`config.mk`:
```
export PLATFORM = sky130hd
export DESIGN_NAME = ht_top
export DESIGN_NICKNAME = d
export VERILOG_FILES = /design/src/logic/ht_pkg.sv /design/src/logic/ht_hardened_counter.sv /design/src/logic/ht_max_tree.sv /design/src/logic/ht_repcnt.sv /design/src/logic/ht_alert_ctrl.sv /design/src/logic/ht_top.sv
export VERILOG_INCLUDE_DIRS = /design/src /design/src/logic
export SDC_FILE = /design/constraint.sdc
export NUM_CORES = 1
export LEC_CHECK = 0
export BUFFER_PORTS_ARGS = -buffer_cell sky130_fd_sc_hd__buf_4
export CORE_MARGIN = 4
export CORE_UTILIZATION = 42
export CTS_CLUSTER_SIZE = 8
export DETAILED_ROUTE_END_ITERATION = 16
export GPL_TIMING_DRIVEN = 0
export PLACE_DENSITY = 0.6
export SYNTH_ARGS = -nofsm -noshare
export SYNTH_HDL_FRONTEND = slang
export SYNTH_SLANG_ARGS = --single-unit
```
`constraint.sdc`:
```
create_clock -name clk_i -period 16.1 [get_ports clk_i]
set_input_delay 2.415 -clock clk_i [delete_from_list [all_inputs] [get_ports clk_i]]
set_output_delay 2.415 -clock clk_i [all_outputs]
set_load 0.02 [all_outputs]
```
`src/logic/ht_macros.svh`:
```
// ==========================================================================
// Health test sizing macros
// Widths shared by the repetition-count test and the alert control
// ==========================================================================

`ifndef HT_MACROS_SVH
`define HT_MACROS_SVH

// Width of counts, thresholds and the watermark
`define REG_WIDTH 16

// Number of raw noise bit lanes delivered per sample
`define RNG_BUS_WIDTH 4

`endif

```
`src/logic/ht_pkg.sv`:
```
// ==========================================================================
// Health test package
// Shared vector types, packed structs and the alert FSM encoding
// ==========================================================================

`default_nettype none

`include "ht_macros.svh"

package ht_pkg;

  typedef logic [`REG_WIDTH-1:0]     reg_val_t;
  typedef logic [`RNG_BUS_WIDTH-1:0] rng_bits_t;

  // One raw sample with its strobe
  typedef struct packed {
    logic      valid;
    rng_bits_t bits;
  } rng_sample_t;

  // Health test outputs toward the alert control
  typedef struct packed {
    reg_val_t test_cnt;
    logic     fail_pulse;
    logic     count_err;
  } ht_status_t;

  typedef reg_val_t [`RNG_BUS_WIDTH-1:0] lane_cnts_t;

  typedef enum logic {
    ALERT_IDLE,
    ALERT_FIRED
  } alert_state_e;

endpackage

`default_nettype wire

```
`src/logic/ht_hardened_counter.sv`:
```
// ==========================================================================
// Hardened up counter
// Settable, saturating count held twice: once as is and once inverted,
// each with its own next-state logic. Any disagreement raises err_o.
// ==========================================================================

`timescale 1ns/100ps
`default_nettype none

module ht_hardened_counter (
  input  logic             clk_i,
  input  logic             rst_ni,
  input  logic             set_i,
  input  ht_pkg::reg_val_t set_cnt_i,
  input  logic             incr_en_i,
  output ht_pkg::reg_val_t cnt_o,
  output logic             err_o
);

  import ht_pkg::*;

  reg_val_t cnt_d, cnt_q;
  reg_val_t cnt_inv_d, cnt_inv_q;

  // Primary count, set wins over increment
  always_comb begin
    cnt_d = cnt_q;
    if (set_i) begin
      cnt_d = set_cnt_i;
    end else if (incr_en_i && (cnt_q != '1)) begin
      cnt_d = cnt_q + 1'b1;
    end
  end

  // Inverted copy counts down, built from its own register
  always_comb begin
    cnt_inv_d = cnt_inv_q;
    if (set_i) begin
      cnt_inv_d = ~set_cnt_i;
    end else if (incr_en_i && (cnt_inv_q != '0)) begin
      cnt_inv_d = cnt_inv_q - 1'b1;
    end
  end

  always_ff @(posedge clk_i or negedge rst_ni) begin
    if (!rst_ni) begin
      cnt_q     <= '0;
      cnt_inv_q <= '1;
    end else begin
      cnt_q     <= cnt_d;
      cnt_inv_q <= cnt_inv_d;
    end
  end

  assign cnt_o = cnt_q;

  // A flipped bit in either register shows up here
  assign err_o = (cnt_q != ~cnt_inv_q);

  // Both copies must track each other across every update
  a_no_count_err: assert property (
    @(posedge clk_i) disable iff (!rst_ni)
    !err_o
  ) else $error("hardened counter copies disagree");

endmodule

`default_nettype wire

```
`src/logic/ht_max_tree.sv`:
```
// ==========================================================================
// Max tree
// Combinational binary tree returning the largest of the lane counts
// ==========================================================================

`timescale 1ns/100ps
`default_nettype none

`include "ht_macros.svh"

module ht_max_tree (
  input  ht_pkg::lane_cnts_t values_i,
  output ht_pkg::reg_val_t   max_value_o
);

  import ht_pkg::*;

  localparam int NumSrc    = `RNG_BUS_WIDTH;
  localparam int NumLevels = $clog2(NumSrc);

  // Node values per level, level 0 holds the inputs
  reg_val_t lvl [NumLevels+1][NumSrc];

  for (genvar i = 0; i < NumSrc; i++) begin : gen_leaf
    assign lvl[0][i] = values_i[i];
  end

  for (genvar l = 0; l < NumLevels; l++) begin : gen_level
    // Live entries at the input of this level
    localparam int NumIn = (NumSrc + (1 << l) - 1) >> l;

    for (genvar k = 0; k < NumSrc; k++) begin : gen_node
      if (2 * k + 1 < NumIn) begin : gen_cmp
        assign lvl[l+1][k] = (lvl[l][2*k] >= lvl[l][2*k+1]) ?
                             lvl[l][2*k] : lvl[l][2*k+1];
      end else if (2 * k < NumIn) begin : gen_pass
        // Odd one out moves up unchanged
        assign lvl[l+1][k] = lvl[l][2*k];
      end else begin : gen_unused
        assign lvl[l+1][k] = '0;
      end
    end
  end

  // Root of the tree
  assign max_value_o = lvl[NumLevels][0];

endmodule

`default_nettype wire

```
`src/logic/ht_repcnt.sv`:
```
// ==========================================================================
// Repetition-count health test
// Per lane run counters of equal consecutive samples, starting at one.
// Reports the largest count and pulses on a threshold hit.
// ==========================================================================

`timescale 1ns/100ps
`default_nettype none

`include "ht_macros.svh"

module ht_repcnt (
  input  logic                clk_i,
  input  logic                rst_ni,
  input  ht_pkg::rng_sample_t sample_i,
  input  logic                active_i,
  input  logic                clear_i,
  input  ht_pkg::reg_val_t    thresh_i,
  output ht_pkg::ht_status_t  status_o
);

  import ht_pkg::*;

  rng_bits_t  prev_sample_q;
  logic       strobe_q;
  rng_bits_t  lane_match;
  rng_bits_t  lane_mismatch;
  rng_bits_t  lane_fail;
  rng_bits_t  lane_err;
  lane_cnts_t lane_cnts;
  reg_val_t   max_cnt;
  logic       restart;

  // Inactive or cleared test restarts every lane
  assign restart = !active_i || clear_i;

  always_ff @(posedge clk_i or negedge rst_ni) begin
    if (!rst_ni) begin
      prev_sample_q <= '0;
      strobe_q      <= 1'b0;
    end else begin
      strobe_q <= sample_i.valid;
      if (restart) begin
        prev_sample_q <= '0;
      end else if (sample_i.valid) begin
        prev_sample_q <= sample_i.bits;
      end
    end
  end

  for (genvar i = 0; i < `RNG_BUS_WIDTH; i++) begin : gen_lane
    assign lane_match[i]    = sample_i.valid && (prev_sample_q[i] == sample_i.bits[i]);
    assign lane_mismatch[i] = sample_i.valid && (prev_sample_q[i] != sample_i.bits[i]);

    ht_hardened_counter u_lane_cnt (
      .clk_i     (clk_i),
      .rst_ni    (rst_ni),
      .set_i     (restart || lane_mismatch[i]),
      .set_cnt_i (reg_val_t'(1)),
      .incr_en_i (lane_match[i]),
      .cnt_o     (lane_cnts[i]),
      .err_o     (lane_err[i])
    );

    assign lane_fail[i] = (lane_cnts[i] >= thresh_i);
  end

  ht_max_tree u_max_tree (
    .values_i    (lane_cnts),
    .max_value_o (max_cnt)
  );

  // Counts are judged once, in the cycle right after they moved
  assign status_o.test_cnt   = max_cnt;
  assign status_o.fail_pulse = active_i && strobe_q && (|lane_fail);
  assign status_o.count_err  = |lane_err;

  // Every pulse needs a strobe one cycle earlier and a maximum at the threshold
  a_pulse_after_strobe: assert property (
    @(posedge clk_i) disable iff (!rst_ni)
    status_o.fail_pulse |-> $past(sample_i.valid) && (max_cnt >= thresh_i)
  ) else $error("failure pulse without a preceding strobe or a count at the threshold");

endmodule

`default_nettype wire

```
`src/logic/ht_alert_ctrl.sv`:
```
// ==========================================================================
// Health test alert control
// Counts failure pulses, tracks the test count watermark and raises a
// sticky alert once the failure total reaches its threshold
// ==========================================================================

`timescale 1ns/100ps
`default_nettype none

module ht_alert_ctrl (
  input  logic               clk_i,
  input  logic               rst_ni,
  input  ht_pkg::ht_status_t status_i,
  input  logic               active_i,
  input  logic               clear_i,
  input  ht_pkg::reg_val_t   alert_thresh_i,
  output ht_pkg::reg_val_t   fail_total_o,
  output ht_pkg::reg_val_t   watermark_o,
  output logic               alert_o
);

  import ht_pkg::*;

  reg_val_t     fail_total_d, fail_total_q;
  reg_val_t     watermark_d, watermark_q;
  alert_state_e state_d, state_q;
  logic         restart;

  assign restart = !active_i || clear_i;

  // Saturating failure total
  always_comb begin
    fail_total_d = fail_total_q;
    if (restart) begin
      fail_total_d = '0;
    end else if (status_i.fail_pulse && (fail_total_q != '1)) begin
      fail_total_d = fail_total_q + 1'b1;
    end
  end

  // High watermark, one cycle behind test_cnt
  always_comb begin
    watermark_d = watermark_q;
    if (restart) begin
      watermark_d = '0;
    end else if (status_i.test_cnt > watermark_q) begin
      watermark_d = status_i.test_cnt;
    end
  end

  // Sticky alert FSM
  always_comb begin
    state_d = state_q;
    case (state_q)
      ALERT_IDLE: begin
        if (!restart && (status_i.count_err || (fail_total_d >= alert_thresh_i))) begin
          state_d = ALERT_FIRED;
        end
      end
      ALERT_FIRED: begin
        if (restart) begin
          state_d = ALERT_IDLE;
        end
      end
      default: state_d = ALERT_IDLE;
    endcase
  end

  always_ff @(posedge clk_i or negedge rst_ni) begin
    if (!rst_ni) begin
      fail_total_q <= '0;
      watermark_q  <= '0;
      state_q      <= ALERT_IDLE;
    end else begin
      fail_total_q <= fail_total_d;
      watermark_q  <= watermark_d;
      state_q      <= state_d;
    end
  end

  assign fail_total_o = fail_total_q;
  assign watermark_o  = watermark_q;
  assign alert_o      = (state_q == ALERT_FIRED);

  // The alert only fires out of an active cycle
  a_alert_while_active: assert property (
    @(posedge clk_i) disable iff (!rst_ni)
    $rose(alert_o) |-> $past(active_i)
  ) else $error("alert raised while the test was inactive");

endmodule

`default_nettype wire

```
`src/logic/ht_top.sv`:
```
// ==========================================================================
// Health test top level
// Repetition-count test feeding the failure alert control
// ==========================================================================

`timescale 1ns/100ps
`default_nettype none

module ht_top (
  input  logic                clk_i,
  input  logic                rst_ni,
  input  ht_pkg::rng_sample_t sample_i,
  input  logic                active_i,
  input  logic                clear_i,
  input  ht_pkg::reg_val_t    repcnt_thresh_i,
  input  ht_pkg::reg_val_t    alert_thresh_i,
  output ht_pkg::ht_status_t  status_o,
  output ht_pkg::reg_val_t    fail_total_o,
  output ht_pkg::reg_val_t    watermark_o,
  output logic                alert_o
);

  // Status goes out and into the alert control on the same net
  ht_repcnt u_repcnt (
    .clk_i     (clk_i),
    .rst_ni    (rst_ni),
    .sample_i  (sample_i),
    .active_i  (active_i),
    .clear_i   (clear_i),
    .thresh_i  (repcnt_thresh_i),
    .status_o  (status_o)
  );

  ht_alert_ctrl u_alert_ctrl (
    .clk_i          (clk_i),
    .rst_ni         (rst_ni),
    .status_i       (status_o),
    .active_i       (active_i),
    .clear_i        (clear_i),
    .alert_thresh_i (alert_thresh_i),
    .fail_total_o   (fail_total_o),
    .watermark_o    (watermark_o),
    .alert_o        (alert_o)
  );

endmodule

`default_nettype wire

```
==> results.yml, run 1 <==
cts:
  clock_sinks: 166
  h-tree-depth: 4
  clkTransAtPathRegs_ns: 0.07
  post_cts_resized: 0
  clk_latency_ns: 0.45
  cts_buffers: 17
  cts_buffer_depth: 2
  post_cts_buffers: 0
  cts_tree: "done"
  cts_hold_buffers: 0
  ctsRootBufferMaster: "clkbuf_16"
critical_path:
  slowest_stage: "mux2i_1"
  critical_path_arrival_ns: 5.91
  r2r_cells: 26
  cp_cell_sequence: "inv_1 -> ha_1 -> nand2b_1 -> a2111oi_0 -> o31ai_1 -> a21oi_1 -> o21a_1 -> buf_2 -> buf_4 -> mux2i_1 -> ha_1 -> a21o_1 -> a2111oi_0 -> o21ai_0 -> a21o_1 -> nor2_2 -> clkbuf_1 -> nor2_1 -> a21oi_1 -> buf_4"
  endpoint_kind: "output pin"
  required_ns: 13.69
  critPathKind: "reg -> out"
  start_kind: "register"
  cp_max_fo: 10
  cp_slowest_stage_delay_ns: 0.53
synth:
  ys_ff_latch: 166
  synth_cell_types: 71
  synthesis.nets: 1631
  syn_inst: 1437
  synth_top_family_by_area: "simple AND/OR/NAND/NOR gates"
  syn_area_um2: 12800
  synth_xor_area_frac: 0.107
  synth_compound_area_frac: 0.129
  post_synth_mux_area_share: 0.0334
  avgSynthCellArea_um2: 8.90
  ys_async_sr_fraction: 1.00
  ys_seq_area_frac: 0.331
  yosysWarnings: 0
  yosys.area_share.adder: 0.150
  synth_edf_count: 0
  ys.flop_type: "dfrtp_1"
  synthSimpleGateAreaFrac: 0.201
placed_design:
  pre_cts_slack_ns: 8.34
  io_buffers: 91
  dpl.hpwl_um: 30700
  place_congestion: 0.955
sta:
  skew_ns: 0.0145
  worst_pin_slew_ns: 0.906
  tns_ns: 0
  period_needed_ns: 8.33
  maxSlewViolCount: 0
  fin_crit_sh: 0.517
  max_freq_ghz: 0.120
  setup_viol: 0
  final_hold_viol_count: 0
  slew_headroom: 0.391
  rsz0062_at_grt: "false"
  setup_ws_ns: 7.77
global_route:
  grt_pass1_vias: 11045
  grt_max_degree: 112
  grtUsageTotal: 0.239
  grt_pass1_wl_um: 62200
  overflow: 0
  antenna_found_initial: 0
power:
  comb_power_share: 0.152
  switching_share: 0.297
  finalPower_mw: 1.02
  power_frac_seq: 0.418
  switchingPower_mw: 0.302
  p_leak_nw: 6.29
  power_density_nw_per_um2: 69.7
  clock_power_share: 0.431
  peakVddDrop_uv: 73.6
  power.internal_mw: 0.716
floorplan:
  pin_count: 92
  die_y_um: 183
  start_util: 0.428
  die_area_um2: 33300
  core-area_um2: 29900
  die_w_um: 183
  num_rows: 63
layout:
  syn2layout_area_growth_pct: 14.3
  drive_gt1_frac: 0.165
  nNetsFinal: 1742
  diodes: 0
  final_util: 0.489
drt:
  via_per_inst: 5.73
  antenna_left: 0
  drc_errors: 0
  vias: 11178
  routed_wirelength_um: 39400
  wl_per_cell_um: 20.2
  first_iter_violations: 776
  drt-pass1-iter-count: 5
job:
  drv_cap: 0
min_path:
  hp-class: "reg -> reg"
  hold_depth: 2
run_status:
  status: "finished, final reports clean"
==> kinds of logic after synthesis <==
group                    after synthesis
AND/OR/NAND/NOR                      513
multiplexers                          41
XOR/XNOR                             157
buffers and inverters                150
AO/OA/AOI/OAI                        257
flip-flops                           166
adder cells (fa/ha/maj)              153
==> Yosys cell counts (all sizes together), types with 2 or more instances <==
master / n / area, um^2
xnor2: 73 / 639
or4: 15 / 123
and3: 23 / 144
o21ai: 59 / 299
dfstp: 64 / 1680
nor2: 117 / 442
and4: 8 / 70.1
a2111oi: 4 / 35.0
or2: 7 / 43.8
a41oi: 2 / 25.0
o21a: 7 / 52.6
a21o: 11 / 82.6
a31oi: 9 / 68.8
mux2i: 27 / 270
nor2b: 6 / 37.5
xor2: 84 / 736
buf: 16 / 110
mux2: 14 / 158
dfrtp: 102 / 2550
ha: 153 / 1910
and2: 5 / 31.3
nor3: 29 / 145
clkbuf: 30 / 120
a2bb2oi: 15 / 131
a211oi: 10 / 75.1
a21oi: 97 / 523
o31a: 2 / 18.8
nand4: 60 / 375
a31o: 2 / 17.5
o2111ai: 2 / 17.5
inv: 104 / 390
nor4: 33 / 219
nand3: 50 / 250
nand2: 129 / 484
o21bai: 2 / 15.0
o211ai: 11 / 92.6
nand2b: 9 / 56.3
a211o: 3 / 26.3
o31ai: 12 / 90.1
or3: 17 / 106
==> layout make-up <==
cell class	count	area, um^2
plain buffers	46	230
inverters	104	390
clock buffers	18	439
repair buffers	92	718
flip-flops and latches	166	4230
clock inverters	14	179
fillers	2849	15300
well taps	390	488
multi-input cells	1121	7940
==> layer usage <==
| metal | part of all wire | global-route usage | wire (um) |
|---|---|---|---|
| met3 | 0.059 | 0.0405 | 2340 |
| met1 | 0.45 | 0.322 | 17500 |
| met4 | 0.035 | 0.0880 | 1360 |
| met5 | 0 | 0 | 0 |
| met2 | 0.46 | 0.387 | 18100 |
==> registers in the layout (all words and copies together) (netlist names) <==
name / count
u_alert_ctrl.fail_total_o: 16
u_repcnt.gen_lane.u_lane_cnt.cnt_inv_q: 64
u_repcnt.gen_lane.u_lane_cnt.cnt_o: 64
u_repcnt.prev_sample_q: 4
u_alert_ctrl.watermark_o: 16
u_repcnt.strobe_q: 1
u_alert_ctrl.alert_o: 1
==> per-stage QoR <==
step           area, um^2  hold WS (ns)  std cells
3_3_place_gp        14000         0.516       1918
3_5_place_dp        14000         0.531       1919
2_1_floorplan       12800         0.492       1437
4_1_cts             14600         0.547       1951
6_report            14600         0.543       1951
5_1_grt             14600         0.558       1951
==> power groups by stage <==
stage	Combinational, mW	Sequential, mW	Clock [mW]
6_report	0.154	0.425	0.439
3_5_place_dp	0.155	0.433	0
5_1_grt	0.172	0.426	0.468
4_1_cts	0.155	0.425	0.447
3_3_place_gp	0.151	0.432	0
2_1_floorplan	0.0945	0.432	0
==> path summary, 6_finish.rpt <==
| path | slack, ns | end | from |
|---|---|---|---|
| min | 0.54 | u_repcnt.gen_lane[3].u_lane_cnt.cnt_inv_q[3] | u_repcnt.gen_lane[3].u_lane_cnt.cnt_inv_q[3] |
| max | 7.77 | status_o[5] | u_repcnt.gen_lane[2].u_lane_cnt.cnt_o[0] |
| min reg2reg | 0.54 | u_repcnt.gen_lane[3].u_lane_cnt.cnt_inv_q[3] | u_repcnt.gen_lane[3].u_lane_cnt.cnt_inv_q[3] |
| min in group asynchronous | 1.89 | u_alert_ctrl.watermark_o[3] | rst_ni |
| max in group asynchronous | 13.27 | u_repcnt.gen_lane[1].u_lane_cnt.cnt_o[14] | rst_ni |
| max reg2reg | 8.47 | u_alert_ctrl.watermark_o[9] | u_repcnt.gen_lane[2].u_lane_cnt.cnt_o[0] |
==> placed cells by master (no fill, tap or decap), types with 27 or more instances in the layout <==
master	netlist	layout
a21oi_1	87	87
buf_4	1	91
clkbuf_1	28	28
dfrtp_1	102	102
dfstp_2	64	64
ha_1	153	153
inv_1	103	103
mux2i_1	27	27
nand2_1	129	129
nand3_1	50	50
nand4_1	60	60
nor2_1	116	116
nor3_1	29	29
nor4_1	31	31
o21ai_0	51	51
xnor2_1	73	73
xor2_1	84	84
==> worst max-delay path: cells and delay by family (launching register included) <==
family          cells  cell delay [ns]
compound gates      9             2.15
fa+ha+maj           2             0.63
buf+inv             5             1.18
flops               1             0.52
mux                 1             0.53
simple gates        3             0.48
Note: power is estimated with default switching activity, not from simulation.
==> run 2, diff against run 1 <==
- clock period: 16.1 -> 7.98 ns (I/O delays scaled with it)
==> run 2 against run 1 <==
Effect of this change:
- register-to-register slack got worse by 8.0 ns
- die area did not move
- sequential share of layout area about the same
- power rose by 100%
- flip-flop and latch count is the same
- cell count hardly changed
- critical path type is now reg -> reg
==> results.yml, run 2 (synthesis gave the netlist of run 1 again) <==
run_status:
  status: "finished, final reports clean"
critical_path:
  cp_slowest_stage_delay_ns: 0.63
  critPathKind: "reg -> reg"
  r2r-start: "u_repcnt.gen_lane[2].u_lane_cnt.cnt_o[0]"
  cp_max_fo: 10
  required_ns: 8.35
  slowest_stage: "a2111oi_0"
  start_kind: "register"
  crit_buf_inv: 5
  critical_path_arrival_ns: 7.83
  endpoint_kind: "register"
  critical_path.top_delay_family: "compound AO/OA/AOI/OAI gates"
  crit_start: "u_repcnt.gen_lane[2].u_lane_cnt.cnt_o[0]"
power:
  peakVddDrop_uv: 150
  power.internal_mw: 1.45
  switchingPower_mw: 0.614
  clock_power_share: 0.431
  comb_power_share: 0.152
  power_frac_seq: 0.417
  switching_share: 0.298
  p_leak_nw: 6.29
  power_density_nw_per_um2: 141
cts:
  cts_buffers: 17
  cts_buffer_depth: 2
  clk_latency_ns: 0.45
  post_cts_resized: 0
  cts_tree: "done"
  cts_hold_buffers: 0
  h-tree-depth: 4
  post_cts_buffers: 0
  clkTransAtPathRegs_ns: 0.07
  clock_sinks: 166
  ctsRootBufferMaster: "clkbuf_16"
layout:
  syn2layout_area_growth_pct: 14.3
  multi_input_area_um2: 7950
  fin_cells: 1950
  final_common_cell: "ha_1"
  mostFrequentLayoutCells: "ha_1, nand2_1, nor2_1"
  seqCellArea_um2: 4230
  diodes: 0
  nNetsFinal: 1741
  nFillCells: 2848
  drive_gt1_frac: 0.166
sta:
  maxSlewViolCount: 0
  hold_slack_ns: 0.543
  fin_crit_sh: 0.935
  period_needed_ns: 7.46
  setup_viol: 0
  final_hold_viol_count: 0
  max_freq_ghz: 0.134
  slew_headroom: 0.397
  rsz0062_at_grt: "false"
  tns_ns: 0
  worst_pin_slew_ns: 0.905
  skew_ns: 0.0125
drt:
  wl_per_cell_um: 20.2
  drc_errors: 0
  routed_wirelength_um: 39400
  vias: 11223
  via_per_inst: 5.76
  first_iter_violations: 708
  drt-pass1-iter-count: 7
  antenna_left: 0
placed_design:
  io_buffers: 91
  place_congestion: 0.955
  dpl.hpwl_um: 30700
  dp.cells: 1919
global_route:
  grt_pass1_vias: 11045
  antenna_found_initial: 0
  grt_pass1_wl_um: 62200
  grt_max_degree: 112
  grtUsageTotal: 0.239
  overflow: 0
floorplan:
  num_rows: 63
  core-area_um2: 29900
  pin_count: 92
  die_w_um: 183
  die_y_um: 183
  die_area_um2: 33300
  start_util: 0.428
min_path:
  hp-class: "reg -> reg"
  min-delay-start: "u_repcnt.gen_lane[3].u_lane_cnt.cnt_inv_q[3]"
job:
  drv_cap: 0
-- run 2: worst min-delay path, stage by stage, from the launching register on --
cell and delay, ns:
dfstp_2 0.39, o21ai_0 0.07, nand3_1 0.08
-- run 2: cell type report --
type / count / share of cell area
multi-input combinational: 1121 / 0.544
clock inverter: 14 / 0.0122
sequential: 166 / 0.290
timing repair buffer: 92 / 0.0491
tap: 390 / 0.0334
buffer: 45 / 0.0155
clock buffer: 18 / 0.0300
inverter: 104 / 0.0267
-- run 2: worst paths after layout --
path,end,slack (ns),depth (start not counted)
hold reg to reg,u_repcnt.gen_lane[3].u_lane_cnt.cnt_inv_q[3],0.54,2
hold / removal,u_repcnt.gen_lane[3].u_lane_cnt.cnt_inv_q[3],0.54,2
max in group asynchronous,u_repcnt.gen_lane[1].u_lane_cnt.cnt_o[14],6.35,2
setup / recovery,u_alert_ctrl.watermark_o[14],0.52,28
setup reg to reg,u_alert_ctrl.watermark_o[14],0.52,28
min in group asynchronous,u_alert_ctrl.watermark_o[3],0.66,1
-- run 2: metal layers --
metal,part of all wire,up-vias,global-route usage
li1,-,5373,-
met1,0.45,5410,0.322
met3,0.062,74,0.0405
met5,0,-,0
met2,0.46,366,0.387
met4,0.036,0,0.0880
-- run 2: power by group through the flow --
| stage | Sequential (mW) | Clock (mW) | Combinational (mW) |
|---|---|---|---|
| 6_report | 0.858 | 0.887 | 0.314 |
| 5_1_grt | 0.858 | 0.944 | 0.350 |
| 4_1_cts | 0.858 | 0.902 | 0.313 |
| 3_5_place_dp | 0.873 | 0 | 0.312 |
| 3_3_place_gp | 0.872 | 0 | 0.304 |
| 2_1_floorplan | 0.872 | 0 | 0.191 |
-- run 2: stage by stage --
stage | setup WS (ns) | utilization | power, mW | area [um^2]
after floorplan | 1.75 | - | 1.06 | 12800
after global placement | 0.489 | 0.467 | 1.18 | 14000
after detailed placement | 0.477 | 0.469 | 1.18 | 14000
after CTS | 0.437 | 0.489 | 2.07 | 14600
after global routing | 0.0664 | 0.490 | 2.15 | 14600
final | 0.516 | 0.490 | 2.06 | 14600
